**src/ase_emul_defines.svh**
```systemverilog
// ==========================================================
// Build-time sizes of the emulated host channel
// Included by the packages and by any module that sizes
// ports or arrays from these values
// ==========================================================

`ifndef ASE_EMUL_DEFINES_SVH
`define ASE_EMUL_DEFINES_SVH

// Number of AFU-side ports sharing the one host channel
`define NUM_PORTS 4

// Word address, data and AFU user extension widths
`define ADDR_WIDTH 10
`define DATA_WIDTH 32
`define USER_WIDTH 4

// Reads allowed in flight across all ports together
`define RD_TRACKER_DEPTH 6

// Depth of the host memory read pipeline, in cycles
`define MEM_RD_LATENCY 3

`endif

```
**src/avmm_pkg.sv**
```systemverilog
// ==========================================================
// Avalon-style transfer types shared by the AFU ports and
// the emulated host channel
// Import with a wildcard in the module header
// ==========================================================

`include "ase_emul_defines.svh"

package avmm_pkg;

    // Word address, data word and AFU user extension
    typedef logic [`ADDR_WIDTH-1:0] mem_addr_t;
    typedef logic [`DATA_WIDTH-1:0] mem_data_t;
    typedef logic [`USER_WIDTH-1:0] mem_user_t;

    // One request beat, driven by a port or by the channel mux
    // Read and write are strobes and are never high together
    typedef struct packed {
        logic      read;
        logic      write;
        mem_addr_t address;
        mem_data_t writedata;
        mem_user_t user;
    } avmm_req_t;

    // One response beat, valid only in the cycle of readdatavalid
    typedef struct packed {
        logic      readdatavalid;
        mem_data_t readdata;
        mem_user_t user;
    } avmm_rsp_t;

endpackage

```
**src/emul_pkg.sv**
```systemverilog
// ==========================================================
// Bookkeeping types of the host channel emulation
// Covers port indices, the routing tag and the arbiter FSM
// ==========================================================

`include "ase_emul_defines.svh"

package emul_pkg;

    import avmm_pkg::*;

    localparam int PORT_IDX_WIDTH = $clog2(`NUM_PORTS);
    localparam int CREDIT_WIDTH   = $clog2(`RD_TRACKER_DEPTH + 1);

    typedef logic [PORT_IDX_WIDTH-1:0] port_idx_t;

    // Read credits left, from zero up to the tracker depth
    typedef logic [CREDIT_WIDTH-1:0] credit_cnt_t;

    // Rides alongside each shared-channel beat so that a
    // response can find its way back to the issuing port
    typedef struct packed {
        port_idx_t src;
        mem_user_t user;
    } chan_tag_t;

    // IDLE until the first grant, then the pointer is live
    typedef enum logic [0:0] {ARB_IDLE, ARB_GRANT} arb_state_e;

endpackage

```
**src/avmm_req_mux.sv**
```systemverilog
// ==========================================================
// Request side of the shared host channel
// Registers the granted port's request onto the channel and
// tags it with the source port and the AFU user bits
// ==========================================================
`timescale 1ns/1ps
`include "ase_emul_defines.svh"

module avmm_req_mux
    import avmm_pkg::*;
    import emul_pkg::*;
(
    input  logic                  pClk,
    input  logic                  rst,
    input  avmm_req_t             port_req [`NUM_PORTS],
    input  logic [`NUM_PORTS-1:0] grant,
    output avmm_req_t             chan_req,
    output chan_tag_t             chan_tag
);

    avmm_req_t sel_req;
    port_idx_t sel_idx;

    // Grant is one-hot or zero, so the default leaves read and
    // write low in a cycle with no winner
    always_comb
    begin
        sel_req = '0;
        sel_idx = '0;
        for (int i = 0; i < `NUM_PORTS; i++)
        begin
            if (grant[i])
            begin
                sel_req = port_req[i];
                sel_idx = port_idx_t'(i);
            end
        end
    end

    // The host side has no user field, so it moves into the tag
    always_ff @(posedge pClk)
    begin
        chan_req      <= sel_req;
        chan_req.user <= '0;
        chan_tag.src  <= sel_idx;
        chan_tag.user <= sel_req.user;
        if (rst)
        begin
            chan_req.read  <= 1'b0;
            chan_req.write <= 1'b0;
        end
    end

    // A port driving both strobes at once breaks the Avalon rule
    a_rd_wr_excl: assert property (@(posedge pClk) disable iff (rst)
        !(chan_req.read && chan_req.write));

endmodule

```
**config.mk**
```make
export PLATFORM = sky130hd
export DESIGN_NAME = avmm_req_mux
export DESIGN_NICKNAME = d
export VERILOG_FILES = /design/src/avmm_pkg.sv /design/src/emul_pkg.sv /design/src/avmm_req_mux.sv
export VERILOG_INCLUDE_DIRS = /design/src
export SDC_FILE = /design/constraint.sdc
export NUM_CORES = 1
export LEC_CHECK = 0
export ABC_AREA = 1
export BUFFER_PORTS_ARGS = -buffer_cell sky130_fd_sc_hd__buf_2
export CORE_AREA = 2 2 98 100
export CTS_BUF_LIST = sky130_fd_sc_hd__clkbuf_8 sky130_fd_sc_hd__clkbuf_16
export CTS_CLUSTER_SIZE = 24
export DETAILED_ROUTE_END_ITERATION = 8
export DIE_AREA = 0 0 100 102
export PLACE_DENSITY = 0.73
export SYNTH_ARGS = -nofsm -noshare
export SYNTH_HDL_FRONTEND = slang
export SYNTH_SLANG_ARGS = --single-unit
```
**constraint.sdc**
```tcl
create_clock -name pClk -period 1.99 [get_ports pClk]
set_input_delay 0 -clock pClk [delete_from_list [all_inputs] [get_ports pClk]]
set_output_delay 0 -clock pClk [all_outputs]
set_load 0.01 [all_outputs]
```
==> results_dict.tcl <==
set metrics [dict create \
    grt_pass1_wl_mm 15.95 \
    wire_length_after_detailed_routing_mm 10.63 \
    start_util_pct 29.26 \
    seq_total_area_yosys_pct 37.56 \
    max_clock_freq_mhz 796.2 \
    design.die.area_um2 10200 \
    vias 3709 \
    htree_levels 2 \
    vdd_drop_max_mv 0.2941 \
    yosysTopAreaCellShare_pct 37.56 \
    gr-usage-all-layers_pct 19.31 \
    netlist-cell-type-count 16 \
    clk_pin_slew_worst_paths_ns 0.09 \
    synth_area_leaders "dfxtp_1, nand2_1, a21o_1, a21oi_1, o21ai_0" \
    final_sum_of_negative_setup_slack_ns 0 \
    synthDominantAreaCellType "dfxtp_1" \
    worst_setup_path_start_kind "input pin" \
    synthesis.yosys.warnings 0 \
    clock_tree_from_tritoncts "done" \
    power.leakage_uw 0.002441 \
    finalNetCount 858 \
    clock_power_share_pct 24.6 \
    critical_path_class "input pin to register" \
    die_w_um 100 \
    floorplan.core_area_um2 9109 \
    remaining_drc_errors 0 \
    worst_slack_ns 0.7340 \
    cts.sinks 50 \
    power_density_nw_per_um2 551.2 \
    status "finished clean" \
    yosysMostFrequentCell "nand2_1" \
    crit_path_max_fanout 47 \
    report.final.setup_viol 0 \
    port_buffers 247 \
    drt_first_pass_iters 5 \
    routedWlPerCell_um 13.81 \
    synth_edf_count 0 \
    num_antenna_cells 0 \
    design_power_total_uw 2427 \
    crit_path_end_kind "register" \
    synth_seq_cells 50 \
    viasPerCell 4.817 \
    mappedNetlistArea_um2 2665 \
    number_of_buffers_added_by_the_clock_tree_synthesis_step 5 \
    final.period_utilization_pct 63.11 \
    synth_top_flop_cell "dfxtp_1" \
    internal_power_of_the_cells_uw 1727 \
    post_cts_buffers 0 \
    chipHeight_um 102 \
    drt_first_iter_violations 106 \
    cts-resized-gates 0 \
    hpwl_mm 7.040 \
    async_flop_share_pct 0 \
    crit_slowest_cell "nor2_4" \
    hold_ws_ns 0.008803 \
    antenna_found_initial 0 \
    min_period_ns 1.256 \
    cts.path.max_buffers 2 \
    global_route.overflow_total 0 \
    syn_area_per_cell_um2 6.851 \
    max-slew-margin-rel_pct 22.34 \
    place_congestion 0.8476 \
    switching_power_uw 700.9 \
    worstPathRequired_ns 2.23 \
    place_ws_ns 0.4796 \
    cts_hold_buf 47 \
    hold_violation_total_from_the_final_report 0 \
    syn_inst 389 \
    final_layout_size_suffix_gt1_share_pct 39.45 \
    slew_viol_final 0 \
    core.rowCount 35 \
    holdCritPathClass "input pin to register" \
    netlist_top_cells_count "nand2_1, dfxtp_1, a21oi_1, a21o_1, o21ai_0" \
    cp_slowest_stage_delay_ns 0.86 \
    filler_cell_count 882 \
    pwr-share-comb_pct 29.4 \
    power_frac_seq_pct 46.0 \
    maximum_number_of_pins_on_one_net_before_global_route_repair 51 \
    ios 252 \
    worstPathArrival_ns 1.50 \
    synthToLayoutAreaGrowth_pct 65.26 \
    power_switching_share_pct 28.87 \
    ant_nets 0 \
    vias_in_the_first_global_route 3656 \
    cap_viol_max_count 0 \
    worst_pin_slew_ns 1.162 \
    most_common_cell_type_on_the_critical_path "nand2_1" \
    worstPathCellList "buf_2 -> inv_2 -> nor2_4 -> nand2_1 -> a21o_1 -> nand2_1" \
    cts_root_buffer "clkbuf_8" \
    rsz0062_at_grt "no" \
]
==> cell type report <==
| class | instances | area [um2] | share of cell area [%] |
|---|---|---|---|
| timing repair buffer | 297 | 1729 | 39.26 |
| clock buffer | 6 | 82.58 | 1.875 |
| sequential | 50 | 1001 | 22.73 |
| tap | 111 | 138.9 | 3.153 |
| multi-input combinational | 300 | 1430 | 32.47 |
| inverter | 6 | 22.52 | 0.5114 |
==> path summary, 6_finish.rpt <==
path                          from           end  slack (ns)  cells after the start
worst max-delay path      grant[0]  chan_req[35]        0.73                      6
worst min-delay path  port_req[46]  chan_req[46]       0.009                      5
==> power groups by stage <==
| stage | combinational (uW) | sequential [uW] | clock, uW |
|---|---|---|---|
| 3_5_place_dp | 636 | 1140 | 0 |
| 5_1_grt | 788 | 1120 | 673 |
| 6_report | 715 | 1120 | 596 |
| 2_1_floorplan | 272 | 1190 | 0 |
| 4_1_cts | 708 | 1120 | 613 |
| 3_3_place_gp | 625 | 1140 | 0 |
==> cells in the final DEF (no fill, tap or decap), types with 4 or more instances in the layout <==
| master | synthesis | routed |
|---|---|---|
| dfxtp_1 | 50 | 50 |
| a21oi_1 | 49 | 49 |
| buf_2 | 9 | 247 |
| nand3_1 | 4 | 4 |
| dlygate4sd3_1 | 0 | 47 |
| nand2_1 | 146 | 146 |
| a21o_1 | 46 | 46 |
| o21ai_0 | 46 | 46 |
| conb_1 | 1 | 4 |
| clkbuf_8 | 0 | 6 |
| nor2_1 | 4 | 4 |
==> critical path: cells and delay by family <==
| kind | cells | cell delay [ns] |
|---|---|---|
| buffers and inverters | 2 | 0.18 |
| and+or+nand+nor | 3 | 1.08 |
| AOI/OAI and AO/OA | 1 | 0.23 |
==> metal layers <==
layer  up-vias  track usage [%]  share of wire, %
met2       196            37.79                53
li1       1804                -                 -
met1      1695            20.10                38
met3        14            4.446               7.7
met4         0            6.955               1.5
met5         -                0                 0
==> kinds of logic after synthesis <==
group,synth area share (%)
AOI/OAI and AO/OA,30.80
buffers and inverters,9.201
DFF,37.56
other,0.1407
and+or+nand+nor,22.30
==> state kept, by name, indices dropped and copies added, names as in the netlist <==
register,cells
chan_tag,6
chan_req,44
==> per-stage QoR <==
stage	area, um2	utilization (%)	std cells
6_report	4404	48.35	770
5_1_grt	4404	48.35	770
4_1_cts	4404	48.35	770
3_5_place_dp	3851	42.28	717
3_3_place_gp	3851	42.28	717
2_1_floorplan	2676	-	392
Note: power is estimated with default switching activity, not from simulation.
