**config.mk**
```make
export PLATFORM = sky130hd
export DESIGN_NAME = avmm_rsp_router
export DESIGN_NICKNAME = d
export VERILOG_FILES = /design/src/avmm_pkg.sv /design/src/emul_pkg.sv /design/src/avmm_rsp_router.sv
export VERILOG_INCLUDE_DIRS = /design/src
export SDC_FILE = /design/constraint.sdc
export NUM_CORES = 1
export LEC_CHECK = 0
export BUFFER_PORTS_ARGS = -buffer_cell sky130_fd_sc_hd__buf_2
export CAP_MARGIN = 20
export CORE_UTILIZATION = 47
export CTS_BUF_LIST = sky130_fd_sc_hd__clkbuf_2 sky130_fd_sc_hd__clkbuf_4 sky130_fd_sc_hd__clkbuf_8
export DETAILED_ROUTE_END_ITERATION = 10
export PLACE_DENSITY = 0.79
export SLEW_MARGIN = 40
export SYNTH_ARGS = -nofsm -noshare
export SYNTH_HDL_FRONTEND = slang
export SYNTH_SLANG_ARGS = --single-unit
```
**constraint.sdc**
```tcl
create_clock -name pClk -period 4.3 [get_ports pClk]
set_clock_uncertainty 0.05 [all_clocks]
set_input_delay 0.215 -clock pClk [delete_from_list [all_inputs] [get_ports pClk]]
set_output_delay 0.215 -clock pClk [all_outputs]
set_load 0.01 [all_outputs]
```
**src/ase_emul_defines.svh**
```systemverilog
// ==========================================================
// Build-time sizes of the emulated host channel
// Included by the packages and by any module that sizes
// ports or arrays from these values
// ==========================================================

`ifndef ASE_EMUL_DEFINES_SVH
`define ASE_EMUL_DEFINES_SVH

// Number of AFU-side ports sharing the one host channel
`define NUM_PORTS 4

// Word address, data and AFU user extension widths
`define ADDR_WIDTH 10
`define DATA_WIDTH 32
`define USER_WIDTH 4

// Reads allowed in flight across all ports together
`define RD_TRACKER_DEPTH 6

// Depth of the host memory read pipeline, in cycles
`define MEM_RD_LATENCY 3

`endif

```
**src/avmm_pkg.sv**
```systemverilog
// ==========================================================
// Avalon-style transfer types shared by the AFU ports and
// the emulated host channel
// Import with a wildcard in the module header
// ==========================================================

`include "ase_emul_defines.svh"

package avmm_pkg;

    // Word address, data word and AFU user extension
    typedef logic [`ADDR_WIDTH-1:0] mem_addr_t;
    typedef logic [`DATA_WIDTH-1:0] mem_data_t;
    typedef logic [`USER_WIDTH-1:0] mem_user_t;

    // One request beat, driven by a port or by the channel mux
    // Read and write are strobes and are never high together
    typedef struct packed {
        logic      read;
        logic      write;
        mem_addr_t address;
        mem_data_t writedata;
        mem_user_t user;
    } avmm_req_t;

    // One response beat, valid only in the cycle of readdatavalid
    typedef struct packed {
        logic      readdatavalid;
        mem_data_t readdata;
        mem_user_t user;
    } avmm_rsp_t;

endpackage

```
**src/emul_pkg.sv**
```systemverilog
// ==========================================================
// Bookkeeping types of the host channel emulation
// Covers port indices, the routing tag and the arbiter FSM
// ==========================================================

`include "ase_emul_defines.svh"

package emul_pkg;

    import avmm_pkg::*;

    localparam int PORT_IDX_WIDTH = $clog2(`NUM_PORTS);
    localparam int CREDIT_WIDTH   = $clog2(`RD_TRACKER_DEPTH + 1);

    typedef logic [PORT_IDX_WIDTH-1:0] port_idx_t;

    // Read credits left, from zero up to the tracker depth
    typedef logic [CREDIT_WIDTH-1:0] credit_cnt_t;

    // Rides alongside each shared-channel beat so that a
    // response can find its way back to the issuing port
    typedef struct packed {
        port_idx_t src;
        mem_user_t user;
    } chan_tag_t;

    // IDLE until the first grant, then the pointer is live
    typedef enum logic [0:0] {ARB_IDLE, ARB_GRANT} arb_state_e;

endpackage

```
**src/avmm_rsp_router.sv**
```systemverilog
// ==========================================================
// Response side of the shared host channel
// Steers each read response to the port named in its tag,
// restores the user bits and returns one read credit
// ==========================================================
`timescale 1ns/1ps
`include "ase_emul_defines.svh"

module avmm_rsp_router
    import avmm_pkg::*;
    import emul_pkg::*;
(
    input  logic      pClk,
    input  logic      rst,
    input  avmm_rsp_t chan_rsp,
    input  chan_tag_t chan_rsp_tag,
    output avmm_rsp_t port_rsp [`NUM_PORTS],
    output logic      rd_credit_ret
);

    logic [`NUM_PORTS-1:0] hit;
    logic [`NUM_PORTS-1:0] rsp_vld;

    // Decode the owning port of the beat on the channel
    always_comb
    begin
        for (int i = 0; i < `NUM_PORTS; i++)
        begin
            hit[i]     = chan_rsp.readdatavalid && (chan_rsp_tag.src == port_idx_t'(i));
            rsp_vld[i] = port_rsp[i].readdatavalid;
        end
    end

    // Payload only loads into the port that owns the beat
    always_ff @(posedge pClk)
    begin
        for (int i = 0; i < `NUM_PORTS; i++)
        begin
            port_rsp[i].readdatavalid <= rst ? 1'b0 : hit[i];
            if (hit[i])
            begin
                port_rsp[i].readdata <= chan_rsp.readdata;
                port_rsp[i].user     <= chan_rsp_tag.user;
            end
        end
        rd_credit_ret <= rst ? 1'b0 : chan_rsp.readdatavalid;
    end

    // The channel carries one beat per cycle, so one port at most
    a_rsp_onehot: assert property (@(posedge pClk) disable iff (rst) $onehot0(rsp_vld));

endmodule

```
==> summary.md <==
The library cell used most frequently in the layout, excluding fill and tap cells, is sky130_fd_sc_hd__buf_2. The number of stages on the worst hold path was 2; the maximum single-stage delay on the critical path was 570 ps. For the required arrival time at the worst endpoint, the log shows 4620 ps.

In this run, synthesis produced a sequential element count of 149. Across the VDD grid, the largest voltage drop is 0.2626 mV. For the number of gates resized after CTS, the log shows 0. Clock tree synthesis inserted a total of 17 buffers. The initial detailed-routing violation count is 79. In this run the number of H-tree levels came out at 4. Dividing the final minimum period by the clock period gives 31.36%. Across the whole layout, storage elements account for 4424 um^2. In this run the static leakage power is 0.002512 uW. The run finished with clean final reports.

The area of the core came out at 9284 um^2. The largest individual stage delay along the critical path comes from the cell sky130_fd_sc_hd__dlygate4sd3_1. The count of buffers added by post-CTS timing repair for setup came out at 0. For the die area, the log shows 10000 um^2. TritonCTS built the clock tree. Across the run, the number of max-cap violations was 0. 0 antenna diodes ended up in the layout. The share of the Yosys chip area taken by registers is 97.98%.

The number of nets with antenna violations after detailed routing is 0, and the transition at the pin with the smallest max-transition slack is 664.5 ps. The first-pass GRT wire length was 13220 um; the finished layout cell area was 6427 um^2. The tools report the startpoint of the most critical hold path as chan_rsp[36]. The standard-cell row count was 35. For this run the aggregate overflow at the end of global routing stands at 0.

The number of port buffers is 189. The final critical-path required period is 1348 ps, and the horizontal die dimension is 100.0 um. Traced cell by cell, the critical path runs through dlygate4sd3_1 > buf_2 > nor4b_2 > dlygate4sd3_1. During I/O placement, the number of pins put on the boundary was 194. For this run, the detailed router's first-pass iteration total came to 4.

The wire length after detailed routing came out at 9115 um. Setup repair after global routing left no endpoint under its margin. Compared with the post-synthesis result, the final layout area differs by 42.34%. The tools report the detailed placement HPWL as 5390 um.

Number of setup violations in the final report: 0. The placed instances occupy a cell area of 5652 um^2. The run gives 158 as the instance count of the mapped netlist. The largest total area in the synthesized netlist belongs to sky130_fd_sc_hd__edfxtp_1. For the overall fraction of global-route tracks in use, the log shows 18.64%. The path with the worst hold slack has its endpoint at rd_credit_ret. The post-CTS clock slew at the launch and capture registers of the worst setup and hold paths was 80 ps. The logs give 203 for the total nets after synthesis and 105.1 um^2 for the area of combinational cells with multiple inputs. STA classifies the critical path endpoint as a flop.

Critical-path maximum fanout: 5. Most frequent cell on the critical path: sky130_fd_sc_hd__dlygate4sd3_1. The floorplan die height is 100.0 um. The library cells used most frequently in the layout, excluding fill and tap cells, are sky130_fd_sc_hd__buf_2 (189), sky130_fd_sc_hd__edfxtp_1 (144), sky130_fd_sc_hd__dlygate4sd3_1 (38), sky130_fd_sc_hd__clkbuf_8 (17).

Routed via count divided by cell count: 4.524. The class of the most critical hold timing path is in -> reg. At the end of routability-driven placement, the weighted congestion stood at 0.7268. The number of pins with negative max-slew slack in the final report came out at 0. Hold timing on the final database bottoms out at a slack of 76.27 ps. The overall via count from detail_route is 2479, and the final-report hold violation count is 0.

Number of nets at the end of the flow: 451. The share of synthesized area in the top cell type comes to 95.76%. Entering global routing, the biggest net connects 37 pins. For the total number of yosys warnings, the log shows 0. The clock net in this run drives a total of 149 sinks.

In this run, post-CTS hold repair placed 38 buffers. In the routed design, unresolved DRC markers number 0. STA puts the critical path data arrival time at 1670 ps.

The per-cell routed wire length came out at 16.63 um. The fraction of layout instances using a drive strength above 1 was 54.42%. The root buffer cell chosen for the clock tree is sky130_fd_sc_hd__clkbuf_8. Averaged over all synthesized cells, the footprint is 28.58 um^2.

For this run, the top clock speed supported by timing is 741.6 MHz. By area the synthesized netlist is led by sky130_fd_sc_hd__edfxtp_1 (96%), sky130_fd_sc_hd__dfxtp_1 (2.2%), sky130_fd_sc_hd__and4bb_1 (0.55%). The run gives 0 ps as the final total negative setup slack. The type of the setup path with the least slack was in -> reg. The cell area power density was 453.2 nW/um^2.

The logs give 55.70% for the worst relative slew slack and 2 for the maximum buffer depth of the clock tree. Number of antenna violations at the first check in global routing: 0. The tools report the via count of the first global-routing pass as 2541. The number of unique standard cell types used by synthesis was 9. The critical path launch point type is an input port. The filler cells instantiated in the layout total 612. The post-synthesis instance area is 4516 um^2, and the starting density of the core is 48.64%.
worst max-delay path by stage:
stage,from,endpoint,slack [ps]
global placement,chan_rsp_tag[4],port_rsp[65],2600
finish,rst,port_rsp[147],2950
CTS,rst,port_rsp[147],3010
floorplan,chan_rsp_tag[5],port_rsp[111],860
global route,rst,port_rsp[147],2930
detailed placement,chan_rsp_tag[5],port_rsp[102],2720
flip-flops by register name (all words and copies together) (netlist names):
| signal | flops |
|---|---|
| rd_credit_ret | 1 |
| port_rsp | 148 |
worst max-delay path, delay by kind of cell:
kind,cells,cell delay [ps]
simple gates,1,190
buf+inv,3,1260
kinds of logic (layout without fill, tap and decap cells):
kind of cell	Yosys count	after routing	share of synthesized area, %
flip-flops	149	149	97.98
AND/OR/NAND/NOR	9	9	2.023
buffers and inverters	0	261	0
report_power, final:
part | total (uW) | switching, uW | internal [uW]
clock | 1040 | 508 | 536
sequential | 1680 | 15.1 | 1660
combinational | 189 | 108 | 81.5
metrics by stage:
| step | instances | setup slack (ps) | util (%) | power (uW) |
|---|---|---|---|---|
| floorplan | 158 | 862.4 | - | 1770 |
| global placement | 478 | 2604 | 60.78 | 1867 |
| detailed placement | 478 | 2715 | 60.88 | 1875 |
| CTS | 548 | 3005 | 69.23 | 2937 |
| global route | 548 | 2928 | 69.23 | 3019 |
| finish | 548 | 2952 | 69.23 | 2913 |
synth_stat cells (all sizes together):
cell / number
and4b: 1
nor3b: 1
and3: 1
nor2b: 1
dfxtp: 5
nor4b: 1
and3b: 2
edfxtp: 144
and4bb: 2
area by class of cell:
class	instances	share of cell area, %
Clock buffer	19	3.874
Clock inverter	13	2.278
Multi-Input combinational cell	9	1.635
Sequential cell	149	68.83
Timing Repair Buffer	229	20.87
Tap cell	129	2.511
routing by layer:
metal  part of all wire (%)  GRT usage (%)
met3                    8.6          7.660
met1                     36          19.41
met2                     54          32.79
met5                      0              0
met4                    1.1          8.807
Power figures use the tool's default switching activity.
