## src/ase_emul_defines.svh

```systemverilog
// ==========================================================
// Build-time sizes of the emulated host channel
// Included by the packages and by any module that sizes
// ports or arrays from these values
// ==========================================================

`ifndef ASE_EMUL_DEFINES_SVH
`define ASE_EMUL_DEFINES_SVH

// Number of AFU-side ports sharing the one host channel
`define NUM_PORTS 4

// Word address, data and AFU user extension widths
`define ADDR_WIDTH 10
`define DATA_WIDTH 32
`define USER_WIDTH 4

// Reads allowed in flight across all ports together
`define RD_TRACKER_DEPTH 6

// Depth of the host memory read pipeline, in cycles
`define MEM_RD_LATENCY 3

`endif

```

## src/avmm_pkg.sv

```systemverilog
// ==========================================================
// Avalon-style transfer types shared by the AFU ports and
// the emulated host channel
// Import with a wildcard in the module header
// ==========================================================

`include "ase_emul_defines.svh"

package avmm_pkg;

    // Word address, data word and AFU user extension
    typedef logic [`ADDR_WIDTH-1:0] mem_addr_t;
    typedef logic [`DATA_WIDTH-1:0] mem_data_t;
    typedef logic [`USER_WIDTH-1:0] mem_user_t;

    // One request beat, driven by a port or by the channel mux
    // Read and write are strobes and are never high together
    typedef struct packed {
        logic      read;
        logic      write;
        mem_addr_t address;
        mem_data_t writedata;
        mem_user_t user;
    } avmm_req_t;

    // One response beat, valid only in the cycle of readdatavalid
    typedef struct packed {
        logic      readdatavalid;
        mem_data_t readdata;
        mem_user_t user;
    } avmm_rsp_t;

endpackage

```

## src/emul_pkg.sv

```systemverilog
// ==========================================================
// Bookkeeping types of the host channel emulation
// Covers port indices, the routing tag and the arbiter FSM
// ==========================================================

`include "ase_emul_defines.svh"

package emul_pkg;

    import avmm_pkg::*;

    localparam int PORT_IDX_WIDTH = $clog2(`NUM_PORTS);
    localparam int CREDIT_WIDTH   = $clog2(`RD_TRACKER_DEPTH + 1);

    typedef logic [PORT_IDX_WIDTH-1:0] port_idx_t;

    // Read credits left, from zero up to the tracker depth
    typedef logic [CREDIT_WIDTH-1:0] credit_cnt_t;

    // Rides alongside each shared-channel beat so that a
    // response can find its way back to the issuing port
    typedef struct packed {
        port_idx_t src;
        mem_user_t user;
    } chan_tag_t;

    // IDLE until the first grant, then the pointer is live
    typedef enum logic [0:0] {ARB_IDLE, ARB_GRANT} arb_state_e;

endpackage

```

## src/avmm_port_mux_ctrl.sv

```systemverilog
// ==========================================================
// Round-robin arbiter for the emulated AFU ports
// Grants at most one port per cycle, holds reads back when
// the shared read credits run out, drives waitrequest
// ==========================================================
`timescale 1ns/1ps
`include "ase_emul_defines.svh"

module avmm_port_mux_ctrl
    import avmm_pkg::*;
    import emul_pkg::*;
(
    input  logic                  pClk,
    input  logic                  rst,
    input  avmm_req_t             port_req [`NUM_PORTS],
    input  logic                  rd_credit_ret,
    output logic [`NUM_PORTS-1:0] grant,
    output logic [`NUM_PORTS-1:0] port_waitrequest
);

    arb_state_e              arb_state;
    arb_state_e              arb_next;
    port_idx_t               last_idx;
    port_idx_t               base_idx;
    port_idx_t               cand_idx;
    port_idx_t               grant_idx;
    logic                    found;
    logic                    rd_grant;
    logic [`NUM_PORTS-1:0]   eligible;
    logic [`NUM_PORTS-1:0]   rd_vec;
    credit_cnt_t             credit_cnt;

    // Writes always compete, reads only while a credit is left
    always_comb
    begin
        for (int i = 0; i < `NUM_PORTS; i++)
        begin
            rd_vec[i]   = port_req[i].read;
            eligible[i] = port_req[i].write | (port_req[i].read & (credit_cnt != '0));
        end
    end

    // Search starts one past the last winner; port 0 right after reset
    // Index wraps by truncation since the port count is a power of two
    always_comb
    begin
        base_idx  = (arb_state == ARB_GRANT) ? port_idx_t'(last_idx + 1'b1) : '0;
        grant     = '0;
        grant_idx = '0;
        found     = 1'b0;
        cand_idx  = '0;
        for (int off = 0; off < `NUM_PORTS; off++)
        begin
            cand_idx = port_idx_t'(base_idx + off);
            if (!found && eligible[cand_idx])
            begin
                grant[cand_idx] = 1'b1;
                grant_idx       = cand_idx;
                found           = 1'b1;
            end
        end
    end

    // Every port that was not picked this cycle is stalled
    assign port_waitrequest = ~grant;
    assign rd_grant         = |(grant & rd_vec);

    always_comb
    begin
        case (arb_state)
            ARB_IDLE:  arb_next = found ? ARB_GRANT : ARB_IDLE;
            ARB_GRANT: arb_next = ARB_GRANT;
            default:   arb_next = ARB_IDLE;
        endcase
    end

    always_ff @(posedge pClk)
    begin
        if (rst)
        begin
            arb_state <= ARB_IDLE;
            last_idx  <= '0;
        end
        else
        begin
            arb_state <= arb_next;
            if (found)
                last_idx <= grant_idx;
        end
    end

    // ==========================================================
    // Read credits
    // ==========================================================

    // A granted read takes a credit, a routed response returns one
    always_ff @(posedge pClk)
    begin
        if (rst)
            credit_cnt <= credit_cnt_t'(`RD_TRACKER_DEPTH);
        else if (rd_grant && !rd_credit_ret)
            credit_cnt <= credit_cnt - 1'b1;
        else if (!rd_grant && rd_credit_ret)
            credit_cnt <= credit_cnt + 1'b1;
    end

    a_grant_onehot: assert property (@(posedge pClk) disable iff (rst) $onehot0(grant));

    // Holds only if the router returns exactly one credit per read
    a_credit_bound: assert property (@(posedge pClk) disable iff (rst)
        credit_cnt <= `RD_TRACKER_DEPTH);

endmodule

```

## config.mk

```make
export PLATFORM = sky130hd
export DESIGN_NAME = avmm_port_mux_ctrl
export DESIGN_NICKNAME = d
export VERILOG_FILES = /design/src/avmm_pkg.sv /design/src/emul_pkg.sv /design/src/avmm_port_mux_ctrl.sv
export VERILOG_INCLUDE_DIRS = /design/src
export SDC_FILE = /design/constraint.sdc
export NUM_CORES = 1
export LEC_CHECK = 0
export BUFFER_PORTS_ARGS = -buffer_cell sky130_fd_sc_hd__buf_2
export CORE_MARGIN = 8
export CORE_UTILIZATION = 20
export DETAILED_ROUTE_END_ITERATION = 8
export HOLD_SLACK_MARGIN = 0.12
export PLACE_DENSITY = 0.87
export SYNTH_ARGS = -nofsm -noshare
export SYNTH_HDL_FRONTEND = slang
export SYNTH_SLANG_ARGS = --single-unit
```

## constraint.sdc

```tcl
create_clock -name pClk -period 3.99 [get_ports pClk]
set_input_delay 0.1995 -clock pClk [delete_from_list [all_inputs] [get_ports pClk]]
set_output_delay 0.1995 -clock pClk [all_outputs]
set_load 0.03 [all_outputs]
```

==> flow_summary.ini <==
[cts]
worstSkewPairLatency_ns = 0.22
cts_max_level = 1
clock_sinks = 6
clockRootBuffer = clkbuf_8
cts_tree = yes
clockBufferDepth = 2
clkTransAtPathRegs_ns = 0.04
hold_buffers = 0
cts_made_buffers = 3

[global_routing]
antenna_found_initial = 0
grt_use_met1_pct = 10.2
grt_use_total_pct = 6.93
grt.busiest_layer = met1
grt_max_degree = 13
grt_pass1_wl_mm = 3.51
met2_usage_pct = 7.86
grt_overflow = 0
gr-usage-met3_pct = 3.24
grt_pass1_vias = 748

[power_and_ir_drop]
p_sw_share_pct = 46.6
p_leak_nw = 0.522
p_comb_share_pct = 64.9
power.share.clock_pct = 17.5
p_seq_share_pct = 17.6
p_int_mw = 0.276
vdd_ir_drop_max_uv = 259
power_density_nw_per_um2 = 483
p_sw_mw = 0.241

[setup_path]
cp_max_fo = 8
required_ns = 4.08
cp-end-kind = flop
critPathLaunchType = flop
path_class = flop to flop
crit_arrival_ns = 3.83

[timing]
max_slew_margin_pct = 71.8
worst_slew_pin_slew_ns = 0.423
slew_viol_final = 0
final-setup-viol-count = 0
tns_ns = 0
hold_slack_ns = 0.213
finalHoldViolations = 0
final.min_clock_period_ns = 3.74
timing.final.ws_setup_ns = 0.251
fin_crit_sh_pct = 93.7
fin_skew_ns = 0.000995
max_freq_mhz = 267
rsz0062_at_grt = no

[die]
die_x_um = 80.6
ios = 203
initial_core_util_pct = 20.9
fp.dieH_um = 80.6
coreArea_um2 = 4000
rows = 23
die_area_um2 = 6500

[detailed_routing]
ant_nets = 0
wl_per_cell_um = 14.0
drc = 0
first_pass_iters = 4
drt-vias-per-instance = 4.93
drt_wl_total_mm = 2.47
drt_iter0_markers = 53
vias = 873

[synth]
synthesis.area_um2 = 835
ys_ff_latch = 6
synthDistinctLibCells = 34
yosysSeqAreaShare_pct = 14.4
syn_nets = 308
synthArstFlopShare_pct = 0
avgSynthCellArea_um2 = 8.10
syn_inst = 103
ys_warn_count = 0
synth_edf_count = 0
ys.flop_type = dfxtp_1

[run]
max_cap_viol_count = 0

[final_layout]
antenna_cells = 0
drive_gt1_share_pct = 29.1
final_net_count = 334
areaGrowthSynthToFinish_pct = 28.5

[placed_design]
io_buffer_count = 18
post-place-ws_ns = 0.213
globalplace.congestion = 0.891
dpl.hpwl_mm = 1.96

[run_status]
status = finished clean

[hold_path]
hp-class = input pin to flop
## path summary, 6_finish.rpt
path                   endpoint          start  slack (ns)  cells after the start
hold reg to reg     last_idx[1]    last_idx[1]        0.49                      2
setup reg to reg  credit_cnt[2]  credit_cnt[0]        0.25                     13
setup / recovery  credit_cnt[2]  credit_cnt[0]        0.25                     13
hold / removal      last_idx[1]            rst        0.21                      2
## placed cells by master (no fill, tap or decap), types with 4 or more instances in the layout
| cell type | count |
|---|---|
| buf_2 | 18 |
| nand3_1 | 6 |
| nand2_1 | 7 |
| buf_4 | 4 |
| a22oi_1 | 4 |
| nand2b_1 | 5 |
| dfxtp_1 | 6 |
| ha_1 | 9 |
| mux2i_1 | 4 |
| inv_1 | 8 |
| a21oi_1 | 7 |
| a21o_1 | 7 |
| nor2_1 | 5 |
| a31oi_1 | 4 |
## registers in the layout (all words and copies together) (netlist names)
name,cells
credit_cnt,3
last_idx,2
arb_state,1
## per-layer routing
metal	part of all wire [%]	wire length (um)
met5	0	0
met4	0.32	8
met3	14	344
met2	37	906
met1	49	1210
## layout make-up
cell class / count / area [um2]
flip-flops and latches: 6 / 120
fillers: 426 / 2930
clock buffers: 3 / 41.3
well taps: 50 / 62.6
inverters: 11 / 41.3
multi-input cells: 85 / 687
repair buffers: 22 / 120
## cells in the mapped netlist, types with 2 or more instances
| library cell | instances | area share (%) |
|---|---|---|
| ha_1 | 9 | 13 |
| inv_1 | 9 | 4.0 |
| a21oi_1 | 8 | 4.8 |
| a21o_1 | 7 | 6.3 |
| nand2_1 | 7 | 3.1 |
| dfxtp_1 | 6 | 14 |
| nand3_1 | 6 | 3.6 |
| nand2b_1 | 5 | 3.7 |
| nor2_1 | 5 | 2.2 |
| a22oi_1 | 4 | 3.6 |
| a31oi_1 | 4 | 3.0 |
| mux2i_1 | 4 | 4.8 |
| xor2_1 | 3 | 3.1 |
| a221oi_1 | 2 | 2.1 |
| inv_2 | 2 | 0.90 |
| mux4_2 | 2 | 5.4 |
| nor3_1 | 2 | 1.2 |
| o21ai_0 | 2 | 1.2 |
## cells by family (layout without fill, tap and decap cells)
group	Yosys count	count (layout)	share of synthesized area, %
simple gates	30	30	18.3
fa+ha+maj	10	10	15.9
compound gates	34	34	28.2
xor+xnor	3	3	3.15
mux	7	8	13.2
buf+inv	13	36	6.90
flops	6	6	14.4
## repair_timing
item / CTS / global route
buffers inserted: 0 / 1
resized for setup: 0 / 2
setup endpoints to repair: 0 / 1
## power groups by stage
stage | combinational, mW | clock [mW] | sequential [mW]
after detailed placement | 0.320 | 0 | 0.0921
after global placement | 0.311 | 0 | 0.0916
after global routing | 0.367 | 0.0986 | 0.0929
after CTS | 0.322 | 0.0942 | 0.0912
final | 0.336 | 0.0903 | 0.0911
after floorplan | 0.241 | 0 | 0.0888
## per-stage QoR
stage	area [um2]	util, %	cells	total power [mW]
final	1070	26.8	177	0.518
after global routing	1070	26.8	177	0.559
after CTS	1030	25.9	175	0.508
after detailed placement	993	24.8	172	0.412
after global placement	993	24.8	172	0.402
after floorplan	835	-	103	0.330
## critical path, cell delays in order (launching register included)
cell	delay, ns
dfxtp_1	0.32
or3_1	0.52
a21oi_1	0.43
mux4_1	0.39
nand3_1	0.10
a31oi_1	0.25
a22oi_1	0.11
nand3_1	0.12
ha_1	0.20
inv_1	0.06
fa_1	0.37
xor2_1	0.16
o21ai_0	0.14
or3b_2	0.45
No activity file was read; power rests on OpenSTA's default activity.
